File: config.mk
export PLATFORM = sky130hd
export DESIGN_NAME = spi_master
export DESIGN_NICKNAME = d
export VERILOG_FILES = /design/src/verilog/spi_pkg.sv /design/src/verilog/spi_frame_if.sv /design/src/verilog/spi_sclk_gen.sv /design/src/verilog/spi_frame_setup.sv /design/src/verilog/spi_shifter.sv /design/src/verilog/spi_master_ctrl.sv /design/src/verilog/spi_master.sv
export SDC_FILE = /design/constraint.sdc
export NUM_CORES = 1
export LEC_CHECK = 0
export ABC_AREA = 1
export BUFFER_PORTS_ARGS = -buffer_cell sky130_fd_sc_hd__buf_2
export CAP_MARGIN = 20
export CORE_ASPECT_RATIO = 0.5
export CORE_UTILIZATION = 65
export CTS_BUF_LIST = sky130_fd_sc_hd__clkbuf_4
export CTS_CLUSTER_DIAMETER = 60
export DETAILED_ROUTE_END_ITERATION = 7
export GPL_TIMING_DRIVEN = 0
export PLACE_DENSITY = 0.95
export SETUP_SLACK_MARGIN = 0.05
export SYNTH_ARGS = -nofsm -noshare
export SYNTH_HDL_FRONTEND = slang
export SYNTH_HIERARCHICAL = 1
export SYNTH_SLANG_ARGS = --single-unit
File: constraint.sdc
create_clock -name rst -period 10.25 [get_ports rst]
set_input_delay 0.5125 -clock rst [delete_from_list [all_inputs] [get_ports rst]]
set_output_delay 0.5125 -clock rst [all_outputs]
set_load 0.05 [all_outputs]
File: src/verilog/spi_pkg.sv
package spi_pkg;

	// Host side widths
	localparam int DATA_W  = 32;
	localparam int CMD_W   = 8;
	localparam int ADDR_W  = 24;
	localparam int CTYP_W  = 3;
	localparam int NBITS_W = 6;  // Data bit count from 0 to 32
	localparam int DUMMY_W = 4;

	// Frame side widths
	localparam int EDGE_W  = 8;  // Up to 158 SCLK edges
	localparam int FRAME_W = 64; // Command, address and data
	localparam int CNT_W   = 7;  // Frame bit counters and positions

	// Command types where 6 and 7 behave as CT_CMD
	localparam logic [CTYP_W-1:0] CT_CMD         = 3'd0;
	localparam logic [CTYP_W-1:0] CT_CMD_RD      = 3'd1;
	localparam logic [CTYP_W-1:0] CT_CMD_ADDR_RD = 3'd2;
	localparam logic [CTYP_W-1:0] CT_CMD_WR      = 3'd3;
	localparam logic [CTYP_W-1:0] CT_CMD_ADDR_WR = 3'd4;
	localparam logic [CTYP_W-1:0] CT_CMD_ADDR    = 3'd5;

	// Fixed frame lengths in bits
	localparam logic [CNT_W-1:0] LEN_CMD      = CNT_W'(CMD_W);
	localparam logic [CNT_W-1:0] LEN_CMD_ADDR = CNT_W'(CMD_W + ADDR_W);

endpackage

File: src/verilog/spi_frame_if.sv
`timescale 1ns/10ps

interface spi_frame_if import spi_pkg::*; ();

	logic [FRAME_W-1:0] tx_str;     // MOSI string, MSB first
	logic [CNT_W-1:0]   tx_bits;    // Bits to send on MOSI
	logic [NBITS_W-1:0] rx_bits;    // Bits to sample from MISO
	logic [CNT_W-1:0]   rx_start;   // Period index of first read bit
	logic [EDGE_W-1:0]  sclk_edges;
	logic               frame_ready;

	modport builder (
		output tx_str, tx_bits, rx_bits, rx_start, sclk_edges, frame_ready
	);

	modport consumer (
		input tx_str, tx_bits, rx_bits, rx_start, sclk_edges, frame_ready
	);

endinterface

File: src/verilog/spi_sclk_gen.sv
`timescale 1ns/10ps

module spi_sclk_gen import spi_pkg::*; #(
	parameter int CLKS_PER_HALF_SCLK = 2,
	parameter int CPOL = 0,
	parameter int CPHA = 0
) (
	input  logic rst,
	input  logic clk,
	input  logic op_start,
	input  logic sclk_en,
	spi_frame_if.consumer frame,
	output logic sclk,
	output logic latch_in,
	output logic latch_out,
	output logic op_done
);

	localparam int DIV_W = (CLKS_PER_HALF_SCLK > 1) ? $clog2(CLKS_PER_HALF_SCLK) : 1;
	localparam logic IDLE_LVL = 1'(CPOL);

	logic [DIV_W-1:0]  div_cnt;
	logic [EDGE_W-1:0] edges_left;
	logic              running;
	logic              half_tick;
	logic              lead_edge;
	logic              trail_edge;

	assign running    = sclk_en && (edges_left != '0);
	assign half_tick  = running && (div_cnt == DIV_W'(CLKS_PER_HALF_SCLK - 1));
	assign lead_edge  = half_tick && (sclk == IDLE_LVL);  // Leaving idle level
	assign trail_edge = half_tick && (sclk != IDLE_LVL);

	// Sample on leading edge for CPHA 0, shift on the other one
	assign latch_in  = (CPHA != 0) ? trail_edge : lead_edge;
	assign latch_out = (CPHA != 0) ? lead_edge : trail_edge;

	always_ff @(posedge rst or posedge clk) begin
		if (clk) begin
			sclk       <= IDLE_LVL;
			div_cnt    <= '0;
			edges_left <= '0;
			op_done    <= 1'b0;
		end else begin
			op_done <= 1'b0;
			if (op_start) begin
				edges_left <= frame.sclk_edges;
				div_cnt    <= '0;
				sclk       <= IDLE_LVL;
			end else if (half_tick) begin
				div_cnt    <= '0;
				sclk       <= ~sclk;
				edges_left <= edges_left - 1'b1;
				op_done    <= (edges_left == EDGE_W'(1)); // Last edge of the frame
			end else if (running) begin
				div_cnt <= div_cnt + 1'b1;
			end else if (!sclk_en) begin
				sclk <= IDLE_LVL;
			end
		end
	end

	// Clock must rest at its idle level whenever the controller is not transferring
	a_sclk_idle: assert property (@(posedge rst) disable iff (clk)
		!sclk_en |-> sclk == IDLE_LVL)
		else $error("sclk left idle level while sclk_en low");

endmodule

File: src/verilog/spi_frame_setup.sv
`timescale 1ns/10ps

module spi_frame_setup import spi_pkg::*; (
	input  logic               rst,
	input  logic               clk,
	input  logic               load,
	input  logic [CTYP_W-1:0]  cmd_type,
	input  logic [CMD_W-1:0]   command,
	input  logic [ADDR_W-1:0]  address,
	input  logic [DATA_W-1:0]  data_in,
	input  logic [NBITS_W-1:0] nbits,
	input  logic [DUMMY_W-1:0] dummy_cycles,
	spi_frame_if.builder       frame
);

	// Request as sampled on acceptance
	logic [CTYP_W-1:0]  r_type;
	logic [CMD_W-1:0]   r_cmd;
	logic [ADDR_W-1:0]  r_addr;
	logic [DATA_W-1:0]  r_data;
	logic [NBITS_W-1:0] r_nbits;
	logic [DUMMY_W-1:0] r_dummy;
	logic               r_build;

	logic [FRAME_W-1:0] tx_str_c;
	logic [CNT_W-1:0]   tx_bits_c;
	logic [NBITS_W-1:0] rx_bits_c;
	logic [CNT_W-1:0]   dummy_c;
	logic [CNT_W-1:0]   rx_start_c;
	logic [CNT_W-1:0]   periods_c;

	always_ff @(posedge rst) begin
		if (load) begin
			r_type  <= cmd_type;
			r_cmd   <= command;
			r_addr  <= address;
			r_data  <= data_in;
			r_nbits <= nbits;
			r_dummy <= dummy_cycles;
		end
	end

	always_comb begin
		tx_str_c  = {r_cmd, {(FRAME_W - CMD_W){1'b0}}};
		tx_bits_c = LEN_CMD;
		rx_bits_c = '0;
		dummy_c   = '0;
		case (r_type)
			CT_CMD_RD: rx_bits_c = r_nbits;
			CT_CMD_ADDR_RD: begin
				tx_str_c  = {r_cmd, r_addr, {DATA_W{1'b0}}};
				tx_bits_c = LEN_CMD_ADDR;
				rx_bits_c = r_nbits;
				dummy_c   = CNT_W'(r_dummy); // Only this type waits before reading
			end
			CT_CMD_WR: begin
				tx_str_c  = {r_cmd, r_data, {ADDR_W{1'b0}}};
				tx_bits_c = LEN_CMD + CNT_W'(r_nbits);
			end
			CT_CMD_ADDR_WR: begin
				tx_str_c  = {r_cmd, r_addr, r_data};
				tx_bits_c = LEN_CMD_ADDR + CNT_W'(r_nbits);
			end
			CT_CMD_ADDR: begin
				tx_str_c  = {r_cmd, r_addr, {DATA_W{1'b0}}};
				tx_bits_c = LEN_CMD_ADDR;
			end
			default: ; // Command only
		endcase
		rx_start_c = tx_bits_c + dummy_c;
		periods_c  = rx_start_c + CNT_W'(rx_bits_c);
	end

	// Build cycle one clock after load
	always_ff @(posedge rst) begin
		if (r_build) begin
			frame.tx_str     <= tx_str_c;
			frame.tx_bits    <= tx_bits_c;
			frame.rx_bits    <= rx_bits_c;
			frame.rx_start   <= rx_start_c;
			frame.sclk_edges <= EDGE_W'({periods_c, 1'b0}); // Two edges per period
		end
	end

	always_ff @(posedge rst or posedge clk) begin
		if (clk) begin
			r_build           <= 1'b0;
			frame.frame_ready <= 1'b0;
		end else begin
			r_build           <= load;
			frame.frame_ready <= r_build;
		end
	end

endmodule

File: src/verilog/spi_shifter.sv
`timescale 1ns/10ps

module spi_shifter import spi_pkg::*; #(
	parameter int CPHA = 0
) (
	input  logic              rst,
	input  logic              clk,
	input  logic              op_start,
	input  logic              latch_in,
	input  logic              latch_out,
	spi_frame_if.consumer     frame,
	input  logic              miso,
	output logic              mosi,
	output logic [DATA_W-1:0] read_word
);

	logic [FRAME_W-1:0] sh;       // Bits still to go out
	logic [CNT_W-1:0]   out_cnt;  // Bits presented on MOSI
	logic [CNT_W-1:0]   bit_cnt;  // SCLK periods sampled so far
	logic [CNT_W-1:0]   rx_end;
	logic               in_window;
	logic               more_tx;

	assign rx_end    = frame.rx_start + CNT_W'(frame.rx_bits);
	assign in_window = (bit_cnt >= frame.rx_start) && (bit_cnt < rx_end);
	assign more_tx   = out_cnt < frame.tx_bits;

	always_ff @(posedge rst or posedge clk) begin
		if (clk) begin
			mosi    <= 1'b0;
			out_cnt <= '0;
			bit_cnt <= '0;
		end else begin
			if (op_start) begin
				bit_cnt <= '0;
				if (CPHA == 0) begin
					mosi    <= frame.tx_str[FRAME_W-1]; // First bit ahead of the first edge
					out_cnt <= CNT_W'(1);
				end else begin
					mosi    <= 1'b0;
					out_cnt <= '0;
				end
			end else begin
				if (latch_out) begin
					mosi <= more_tx ? sh[FRAME_W-1] : 1'b0;
					if (more_tx)
						out_cnt <= out_cnt + 1'b1;
				end
				if (latch_in)
					bit_cnt <= bit_cnt + 1'b1;
			end
		end
	end

	always_ff @(posedge rst) begin
		if (op_start) begin
			sh        <= (CPHA == 0) ? {frame.tx_str[FRAME_W-2:0], 1'b0} : frame.tx_str;
			read_word <= '0;
		end else begin
			if (latch_out && more_tx)
				sh <= {sh[FRAME_W-2:0], 1'b0};
			if (latch_in && in_window)
				read_word <= {read_word[DATA_W-2:0], miso}; // Right aligned
		end
	end

	// Edge count from the clock generator must match the frame length
	a_bit_window: assert property (@(posedge rst) disable iff (clk)
		latch_in |-> bit_cnt < rx_end)
		else $error("sample edge beyond end of frame");

endmodule

File: src/verilog/spi_master_ctrl.sv
`timescale 1ns/10ps

module spi_master_ctrl import spi_pkg::*; (
	input  logic              rst,
	input  logic              clk,
	input  logic              valid,
	output logic              ready,
	output logic              load,
	input  logic              frame_ready,
	output logic              op_start,
	output logic              sclk_en,
	input  logic              op_done,
	input  logic [DATA_W-1:0] read_word,
	output logic [DATA_W-1:0] data_out,
	output logic              ss_n
);

	localparam logic [1:0] S_IDLE     = 2'd0;
	localparam logic [1:0] S_SETUP    = 2'd1;
	localparam logic [1:0] S_TRANSFER = 2'd2;

	logic [1:0] state;

	// Accept strobe that samples the inputs
	assign load = ready && valid;

	always_ff @(posedge rst or posedge clk) begin
		if (clk) begin
			state    <= S_IDLE;
			ready    <= 1'b1;
			op_start <= 1'b0;
			sclk_en  <= 1'b0;
			ss_n     <= 1'b1;
			data_out <= '0;
		end else begin
			op_start <= 1'b0;
			case (state)
				S_IDLE: begin
					if (load) begin
						ready <= 1'b0;
						state <= S_SETUP;
					end
				end
				S_SETUP: begin
					if (frame_ready) begin
						op_start <= 1'b1;
						sclk_en  <= 1'b1;
						ss_n     <= 1'b0; // Select the flash
						state    <= S_TRANSFER;
					end
				end
				S_TRANSFER: begin
					if (op_done) begin
						sclk_en  <= 1'b0;
						ss_n     <= 1'b1;
						ready    <= 1'b1;
						data_out <= read_word;
						state    <= S_IDLE;
					end
				end
				default: begin
					sclk_en <= 1'b0;
					ss_n    <= 1'b1;
					ready   <= 1'b1;
					state   <= S_IDLE;
				end
			endcase
		end
	end

	// Host must never see ready while the flash is selected
	a_ss_ready: assert property (@(posedge rst) disable iff (clk)
		!ss_n |-> !ready)
		else $error("ready high while ss_n low");

	a_start_setup: assert property (@(posedge rst) disable iff (clk)
		op_start |-> $past(state == S_SETUP))
		else $error("op_start not issued from SETUP");

endmodule

File: src/verilog/spi_master.sv
`timescale 1ns/10ps

module spi_master import spi_pkg::*; #(
	parameter int CLKS_PER_HALF_SCLK = 2,
	parameter int CPOL = 0,
	parameter int CPHA = 0
) (
	input  logic               rst,
	input  logic               clk,
	input  logic               valid,
	output logic               ready,
	input  logic [CTYP_W-1:0]  cmd_type,
	input  logic [CMD_W-1:0]   command,
	input  logic [ADDR_W-1:0]  address,
	input  logic [DATA_W-1:0]  data_in,
	input  logic [NBITS_W-1:0] nbits,
	input  logic [DUMMY_W-1:0] dummy_cycles,
	output logic [DATA_W-1:0]  data_out,
	output logic               sclk,
	output logic               ss_n,
	output logic               mosi,
	input  logic               miso
);

	logic              load;
	logic              op_start;
	logic              sclk_en;
	logic              op_done;
	logic              latch_in;
	logic              latch_out;
	logic [DATA_W-1:0] read_word;

	spi_frame_if u_frame ();

	spi_master_ctrl u_ctrl (
		.rst(rst), .clk(clk),
		.valid(valid), .ready(ready), .load(load),
		.frame_ready(u_frame.frame_ready),
		.op_start(op_start), .sclk_en(sclk_en), .op_done(op_done),
		.read_word(read_word), .data_out(data_out), .ss_n(ss_n)
	);

	spi_frame_setup u_setup (
		.rst(rst), .clk(clk), .load(load),
		.cmd_type(cmd_type), .command(command), .address(address),
		.data_in(data_in), .nbits(nbits), .dummy_cycles(dummy_cycles),
		.frame(u_frame.builder)
	);

	spi_sclk_gen #(
		.CLKS_PER_HALF_SCLK(CLKS_PER_HALF_SCLK), .CPOL(CPOL), .CPHA(CPHA)
	) u_sclk_gen (
		.rst(rst), .clk(clk),
		.op_start(op_start), .sclk_en(sclk_en), .frame(u_frame.consumer),
		.sclk(sclk), .latch_in(latch_in), .latch_out(latch_out), .op_done(op_done)
	);

	spi_shifter #(.CPHA(CPHA)) u_shifter (
		.rst(rst), .clk(clk),
		.op_start(op_start), .latch_in(latch_in), .latch_out(latch_out),
		.frame(u_frame.consumer), .miso(miso),
		.mosi(mosi), .read_word(read_word)
	);

endmodule

# [After elaboration in Yosys (flattened, before gate mapping)]
# Index checks and enable logic that the tools add are counted.
[op_classes] n_addsub=9 order_cmp=3 eq_ne=13 muxes=39 bitwise_logic=3 n_reduce_logical=24
[ops] operator="one-hot mux 56 bit (3 select lines)" count=1
[ops] operator="2-to-1 mux 64 bit" count=2
[ops] operator="2-to-1 mux 7 bit" count=5
[ops] operator="one-hot mux 7 bit (3 select lines)" count=1
[ops] operator="2-to-1 mux 1 bit" count=19
[ops] operator="2-to-1 mux 8 bit" count=2
[ops] operator="adder 7 x 1 -> 7 bit (second input constant)" count=2
[ops] operator="adder 7 x 6 -> 7 bit" count=2
[ops] operator="less-than comparator 7 bit" count=2
[ops] operator="nonzero test 2 bit" count=5
[ops] operator="one-hot mux 1 bit (3 select lines)" count=3
[ops] operator="AND reduction 3 bit" count=3
[ops] operator="equality test 8 x 1 -> 1 bit (second input constant)" count=1
[ops] operator="logical AND 1 bit" count=8
[ops] operator="nonzero test 8 bit" count=1
[ops] operator="subtractor 8 x 1 -> 8 bit (second input constant)" count=1
[ops] operator="adder 4 x 6 -> 7 bit (first input constant)" count=1
[ops] operator="adder 6 x 6 -> 7 bit (first input constant)" count=1
[ops] operator="adder 7 x 4 -> 7 bit" count=1
[ops] operator="greater-or-equal comparator 7 bit" count=1
[ops] operator="equality test 3 x 2 -> 1 bit (second input constant)" count=2
[ops] operator="equality test 3 bit (second input constant)" count=2
[ops] operator="2-to-1 mux 2 bit" count=3
[ops] operator="2-to-1 mux 6 bit" count=1
[ops] operator="14 further kinds" count=21
[totals] reg_bits=329 out_inout_bits=36 word_cells=119

# [Logic depth before layout (Yosys ltp)]
[logic_depth] word_depth=7 mapped_depth=21

# [Modules after synthesis]
# The synthesis kept the hierarchy.
[modules_own_cells] module="spi_frame_setup" n_inst=1 cells_each=421 area_per_inst_um2=6368.6 seq_area_each_um2=5094.9
[modules_own_cells] module="spi_shifter" n_inst=1 cells_each=683 area_per_inst_um2=5605.4 seq_area_each_um2=2907.8
[modules_own_cells] module="spi_master_ctrl" n_inst=1 cells_each=162 area_per_inst_um2=1652.8 seq_area_each_um2=953.4
[modules_own_cells] module="spi_sclk_gen" n_inst=1 cells_each=108 area_per_inst_um2=790.8 seq_area_each_um2=275.3

# [Worst setup path before layout]
# Ideal clock, no wire load.
[synth_path] kind="register to register" start="register u_sclk_gen.edges_left[0]" end="register u_shifter.sh[10], enable pin" setup_time_ns=0.427 arrival_ns=2.894 slack_ns=6.929 stages_incl_launch_ff=12 n_path_buf=0 cell_sequence="dfrtp_1 inv_1 ha_1 nand2_4 inv_2 nand2_4 nand3_4 nor2_1 nand3b_1 nor2_1 nand2_1 nand2_1"
[synth_via] elab_chain_len=6
[synth_rtl] element="start, declared" line_no="spi_sclk_gen.sv:23" rtl="logic [EDGE_W-1:0] edges_left;"
[synth_rtl] element="start signal, assigned" line_no="spi_sclk_gen.sv:47" rtl="edges_left <= frame.sclk_edges;"
[synth_rtl] element="start signal, assigned" line_no="spi_sclk_gen.sv:53" rtl="edges_left <= edges_left - 1'b1;"
[synth_rtl] element="nonzero test 8 bit" line_no="spi_sclk_gen.sv:29" rtl="assign running = sclk_en && (edges_left != '0);"
[synth_rtl] element="logical AND 1 bit" line_no="spi_sclk_gen.sv:29"
[synth_rtl] element="logical AND 1 bit" line_no="spi_sclk_gen.sv:30" rtl="assign half_tick = running && (div_cnt == DIV_W'(CLKS_PER_HALF_SCLK - 1));"
[synth_rtl] element="logical AND 1 bit" line_no="spi_sclk_gen.sv:32" rtl="assign trail_edge = half_tick && (sclk != IDLE_LVL);"
[synth_rtl] element="named net latch_out" line_no="spi_master.sv:30" rtl="logic latch_out;"
[synth_rtl] element="logical AND 1 bit" line_no="spi_shifter.sv:60" rtl="if (latch_out && more_tx)"
[synth_rtl] element="nonzero test 2 bit (no line)"
[synth_rtl] element="end signal, assigned" line_no="spi_shifter.sv:57" rtl="sh <= (CPHA == 0) ? {frame.tx_str[FRAME_W-2:0], 1'b0} : frame.tx_str;"
[synth_rtl] element="end signal, assigned" line_no="spi_shifter.sv:61" rtl="sh <= {sh[FRAME_W-2:0], 1'b0};"
[synth_rtl] element="end, declared" line_no="spi_shifter.sv:17" rtl="logic [FRAME_W-1:0] sh;"
# The timed path passes the listed nets, and every way through them passes these cells.
# A chain may end at the register's enable or synchronous reset.

# [Worst setup path after layout]
[layout_path] start="register u_setup.r_type[1]" end="register u_setup.frame.sclk_edges[7] (data pin)"
[layout_via] elab_chain_len=5
[layout_rtl] element="start, declared" line_no="spi_frame_setup.sv:17" rtl="logic [CTYP_W-1:0] r_type;"
[layout_rtl] element="start signal, assigned" line_no="spi_frame_setup.sv:34" rtl="r_type <= cmd_type;"
[layout_rtl] element="equality test 3 bit or equality test 3 x 2 -> 1 bit (tied branches)" line_no="spi_frame_setup.sv:48" rtl="case (r_type)"
[layout_rtl] element="OR reduction 2 bit (no line)"
[layout_rtl] element="one-hot mux 7 bit (3 select lines) *" line_no="spi_frame_setup.sv:48"
[layout_rtl] element="named net u_setup.tx_bits_c[3]" line_no="spi_frame_setup.sv:26" rtl="logic [CNT_W-1:0] tx_bits_c;"
[layout_rtl] element="adder 7 x 4 -> 7 bit *" line_no="spi_frame_setup.sv:70" rtl="rx_start_c = tx_bits_c + dummy_c;"
[layout_rtl] element="named net u_setup.rx_start_c[4]" line_no="spi_frame_setup.sv:29" rtl="logic [CNT_W-1:0] rx_start_c;"
[layout_rtl] element="adder 7 x 6 -> 7 bit *" line_no="spi_frame_setup.sv:71" rtl="periods_c = rx_start_c + CNT_W'(rx_bits_c);"
[layout_rtl] element="named net u_setup.periods_c[6]" line_no="spi_frame_setup.sv:30" rtl="logic [CNT_W-1:0] periods_c;"
[layout_rtl] element="end signal, assigned" line_no="spi_frame_setup.sv:81" rtl="frame.sclk_edges <= EDGE_W'({periods_c, 1'b0});"
[layout_rtl] element="end, declared" line_no="spi_frame_if.sv:13" rtl="output tx_str, tx_bits, rx_bits, rx_start, sclk_edges, frame_ready"
# The timed path passes the listed nets; every way through them passes the cells marked *.

==> impl_results.md <==
* Ys Warns at 6
* Worst R2R Start: u_setup/r_type[1]
* Pwr Density at 242 mW/mm^2
* Post-synth cell types at 43
* Crit-path max FO at 10
* Synth Instances at 1374
* Placer Congestion at 0.852
* Total congestion overflow at 0
* Hold Fails Final Rpt at 0
* Min Tclk post-route at 4.03 ns
* Commonest non-fill, non-tap cell in the layout: nand2_1
* Die span in x at 213 microns
* First-pass GRT wire length at 57.0 mm
* DRC Markers at 0
* Leak pwr at 7.74 nW
* Layout Nets at 1770
* Count of pins over their slew limit at 0
* Post-detailed-placement half-perimeter wirelength at 20.7 mm
* Hold wc startpoint: miso
* XOR/XNOR Fraction of Synth Area at 1.15%
* Mean Syn Cell Area at 10.5 sq um
* CTS tree: built
* Critical Path Source Type: register
* First-iteration detailed-routing DRC count at 1372
* Core Rows at 38
* Hold crit path type: in -> reg
* Vias in the first global route at 11400
* Clock sinks at 329
* Top cell type's share of synthesized area at 48.1%
* Critical path class: reg -> reg
* Ports at 117
* DRT Pass-1 Iters at 6
* Clock Tree Root: clkbuf_4
* WP data arrival at 4.45 ns
* Die Y at 107 microns
* Synthesized net count at 1499
* Synth top area cells: edfxtp_1 48%, dfrtp_1 11%, nand2_1 9.8%
* Vias/cell at 5.69
* Clock transition at path regs at 0.08 ns
* Synth Area in Compound Gates at 7.15%
* Synth Cell Area at 0.0144 sq mm
* Status: completed
* P&R area growth vs syn at 19.2%
* Initial antenna violation count at 2
* Period utilization at 39.4%
* Initial Utilization at 66.4%
* WL/cell at 18.2 microns
* CORE AREA at 0.0217 sq mm
* GR peak layer: met2
* CP required at 10.67 ns
* M2 GR Usage at 56.4%
* Detail Route Antenna Nets at 0
* Max Root-Sink Buffers at 3
* Clock Latency Late Sink at 0.74 ns
* Placed cells at 1793
* Post-Layout Cell Count at 1996
* Seq/Total Area, Yosys at 64.0%
* Total negative setup slack at 0 ns
* R2R setup slack at 6.22 ns
* Synth Area in Adders at 3.97%
* Vias at 11400
* H-Tree Depth at 3
* Pin count of the biggest net entering global routing at 79
* FF/Latch Area at 0.00924 sq mm
* Worst reg2reg path depth at 20
* Post-synthesis simple-gate area fraction at 16.9%
* # fillers at 1143
* Max Clock Freq at 248 MHz
* Post-CTS Setup Inserts at 0
* Largest family of logic cells by synthesized area: simple AND/OR/NAND/NOR gates
* PortBufs at 116
* Routed WL at 36.3 mm
* Tot GR Track Use at 32.6%
* Worst Skew at 0.0836 ns
* Worst R2R End: u_setup/frame.sclk_edges[7]
* CTS buffer count at 72
* Register bit count reported by yosys at 329
* Worst Hold Path EP: u_shifter/read_word[0]
* Met3 track demand over resource at 7.00%
* Worst Hold Depth at 5
* Die area at 0.0228 sq mm
* Post-synthesis mux area share at 0%
* Max-Cap Viols at 0
* Most frequent cells in the layout: 374 x nand2_1, 231 x edfxtp_1, 166 x inv_1
* Cell taking the most area after synthesis: edfxtp_1
* CP Capture Type: register
* Grt met1 use at 38.8%
* Area of the multi-input gates at 0.00421 sq mm
* Worst VDD drop at 128 uV
* Slew @ Worst Pin at 0.902 ns
* Slew HR at 39.9%
* Share of cells above drive strength 1 at 20.0%
* Final setup fails at 0
* RSZ-0062 raised after global routing: no
[synthesized netlist by cell type, drive strengths merged]
cell type and n:
a21oi 52, a31oi 4, a21o 4, nand2 381, nor3 5, dfxtp 32
dfrtp 64, nand3 76, nand3b 2, inv 175, nand4 8, ha 41
clkinv 2, dfstp 2, buf 30, o221ai 1, or2 3, edfxtp 231
fa 3, conb 1, xnor2 7, o22ai 9, o21ai 99, o211ai 1
xor2 12, nor2 107, clkbuf 22
[through the flow]
step	hold WS, ns	utilization [%]	cell area, sq um	worst slack, ns	power [mW]
floorplan	0.254	-	14400	6.93	2.71
CTS	0.136	79.1	17200	6.41	4.09
detailed placement	0.408	71.2	15500	6.49	3.01
global route	0.150	79.1	17200	6.04	4.36
global placement	0.396	70.8	15400	6.12	2.92
finish	0.168	79.1	17200	6.22	4.15
[worst max-delay path by stage]
| stage | from | to | slack, ns |
|---|---|---|---|
| 2_1_floorplan | u_sclk_gen/edges_left[0] | u_shifter/sh[10] | 6.93 |
| 3_3_place_gp | u_sclk_gen/edges_left[0] | u_shifter/sh[8] | 6.12 |
| 3_5_place_dp | u_setup/r_type[1] | u_setup/frame.sclk_edges[7] | 6.49 |
| 4_1_cts | u_setup/r_type[1] | u_setup/frame.sclk_edges[7] | 6.41 |
| 5_1_grt | u_setup/r_type[1] | u_setup/frame.sclk_edges[7] | 6.04 |
| 6_report | u_setup/r_type[1] | u_setup/frame.sclk_edges[7] | 6.22 |
[state kept, by name, summed over array words and instances, names as in the netlist, 7 cells and up]
name	flops
u_shifter/bit_cnt	7
u_setup/r_addr	24
u_setup/frame.tx_str	64
u_setup/r_data	32
u_setup/frame.rx_start	7
u_sclk_gen/edges_left	8
u_shifter/read_word	32
u_setup/frame.tx_bits	7
u_shifter/sh	63
u_shifter/out_cnt	7
u_setup/frame.sclk_edges	7
u_setup/r_cmd	8
u_ctrl/data_out	32
[logic make-up (layout without fill, tap and decap cells)]
group,count (synthesis),count (layout)
AO/OA/AOI/OAI,170,170
XOR/XNOR,19,19
adder cells (fa/ha/maj),44,44
buffers and inverters,229,548
flip-flops,329,329
other,1,4
AND/OR/NAND/NOR,582,582
[power by group]
group / internal (mW) / leakage [nW] / total [mW] / switching, mW
combinational: 0.352 / 3.84 / 1.09 / 0.738
sequential: 1.80 / 3.34 / 1.99 / 0.185
clock: 0.543 / 0.559 / 1.07 / 0.532
[worst max-delay path, stage by stage, from the launching register on]
cell	delay, ns
edfxtp_1	0.52
nor2_2	0.24
nand2_2	0.20
inv_2	0.24
buf_2	0.29
nand2_1	0.08
o221ai_1	0.14
ha_1	0.34
nand2_1	0.10
nand2_1	0.06
nor2_1	0.20
xor2_1	0.17
inv_1	0.07
ha_1	0.36
nand2_1	0.10
nor2_1	0.14
nand2_1	0.07
o211ai_1	0.16
inv_1	0.08
nand3_1	0.09
nand2_1	0.09
[metal layers]
layer  routed length [microns]  vias to the layer above
met5                         0                        -
met4                      1670                        0
met3                      2990                      158
met2                     18100                      717
met1                     13500                     5389
li1                          -                     5093
[cell type report]
| cell class | instances | share of cell area (%) |
|---|---|---|
| sequential | 329 | 53.7 |
| timing repair buffer | 197 | 8.36 |
| inverter | 177 | 3.88 |
| antenna | 3 | 0.0437 |
| clock buffer | 111 | 4.85 |
| clock inverter | 11 | 0.611 |
| tap | 300 | 2.18 |
| multi-input combinational | 816 | 24.5 |
| buffer | 52 | 1.85 |
[timing repair]
item | CTS | global route
resized for setup | 0 | 0
hold buffers | 78 | 0
hold endpoints to repair | 117 | 0
(Power assumes the default switching activity.)
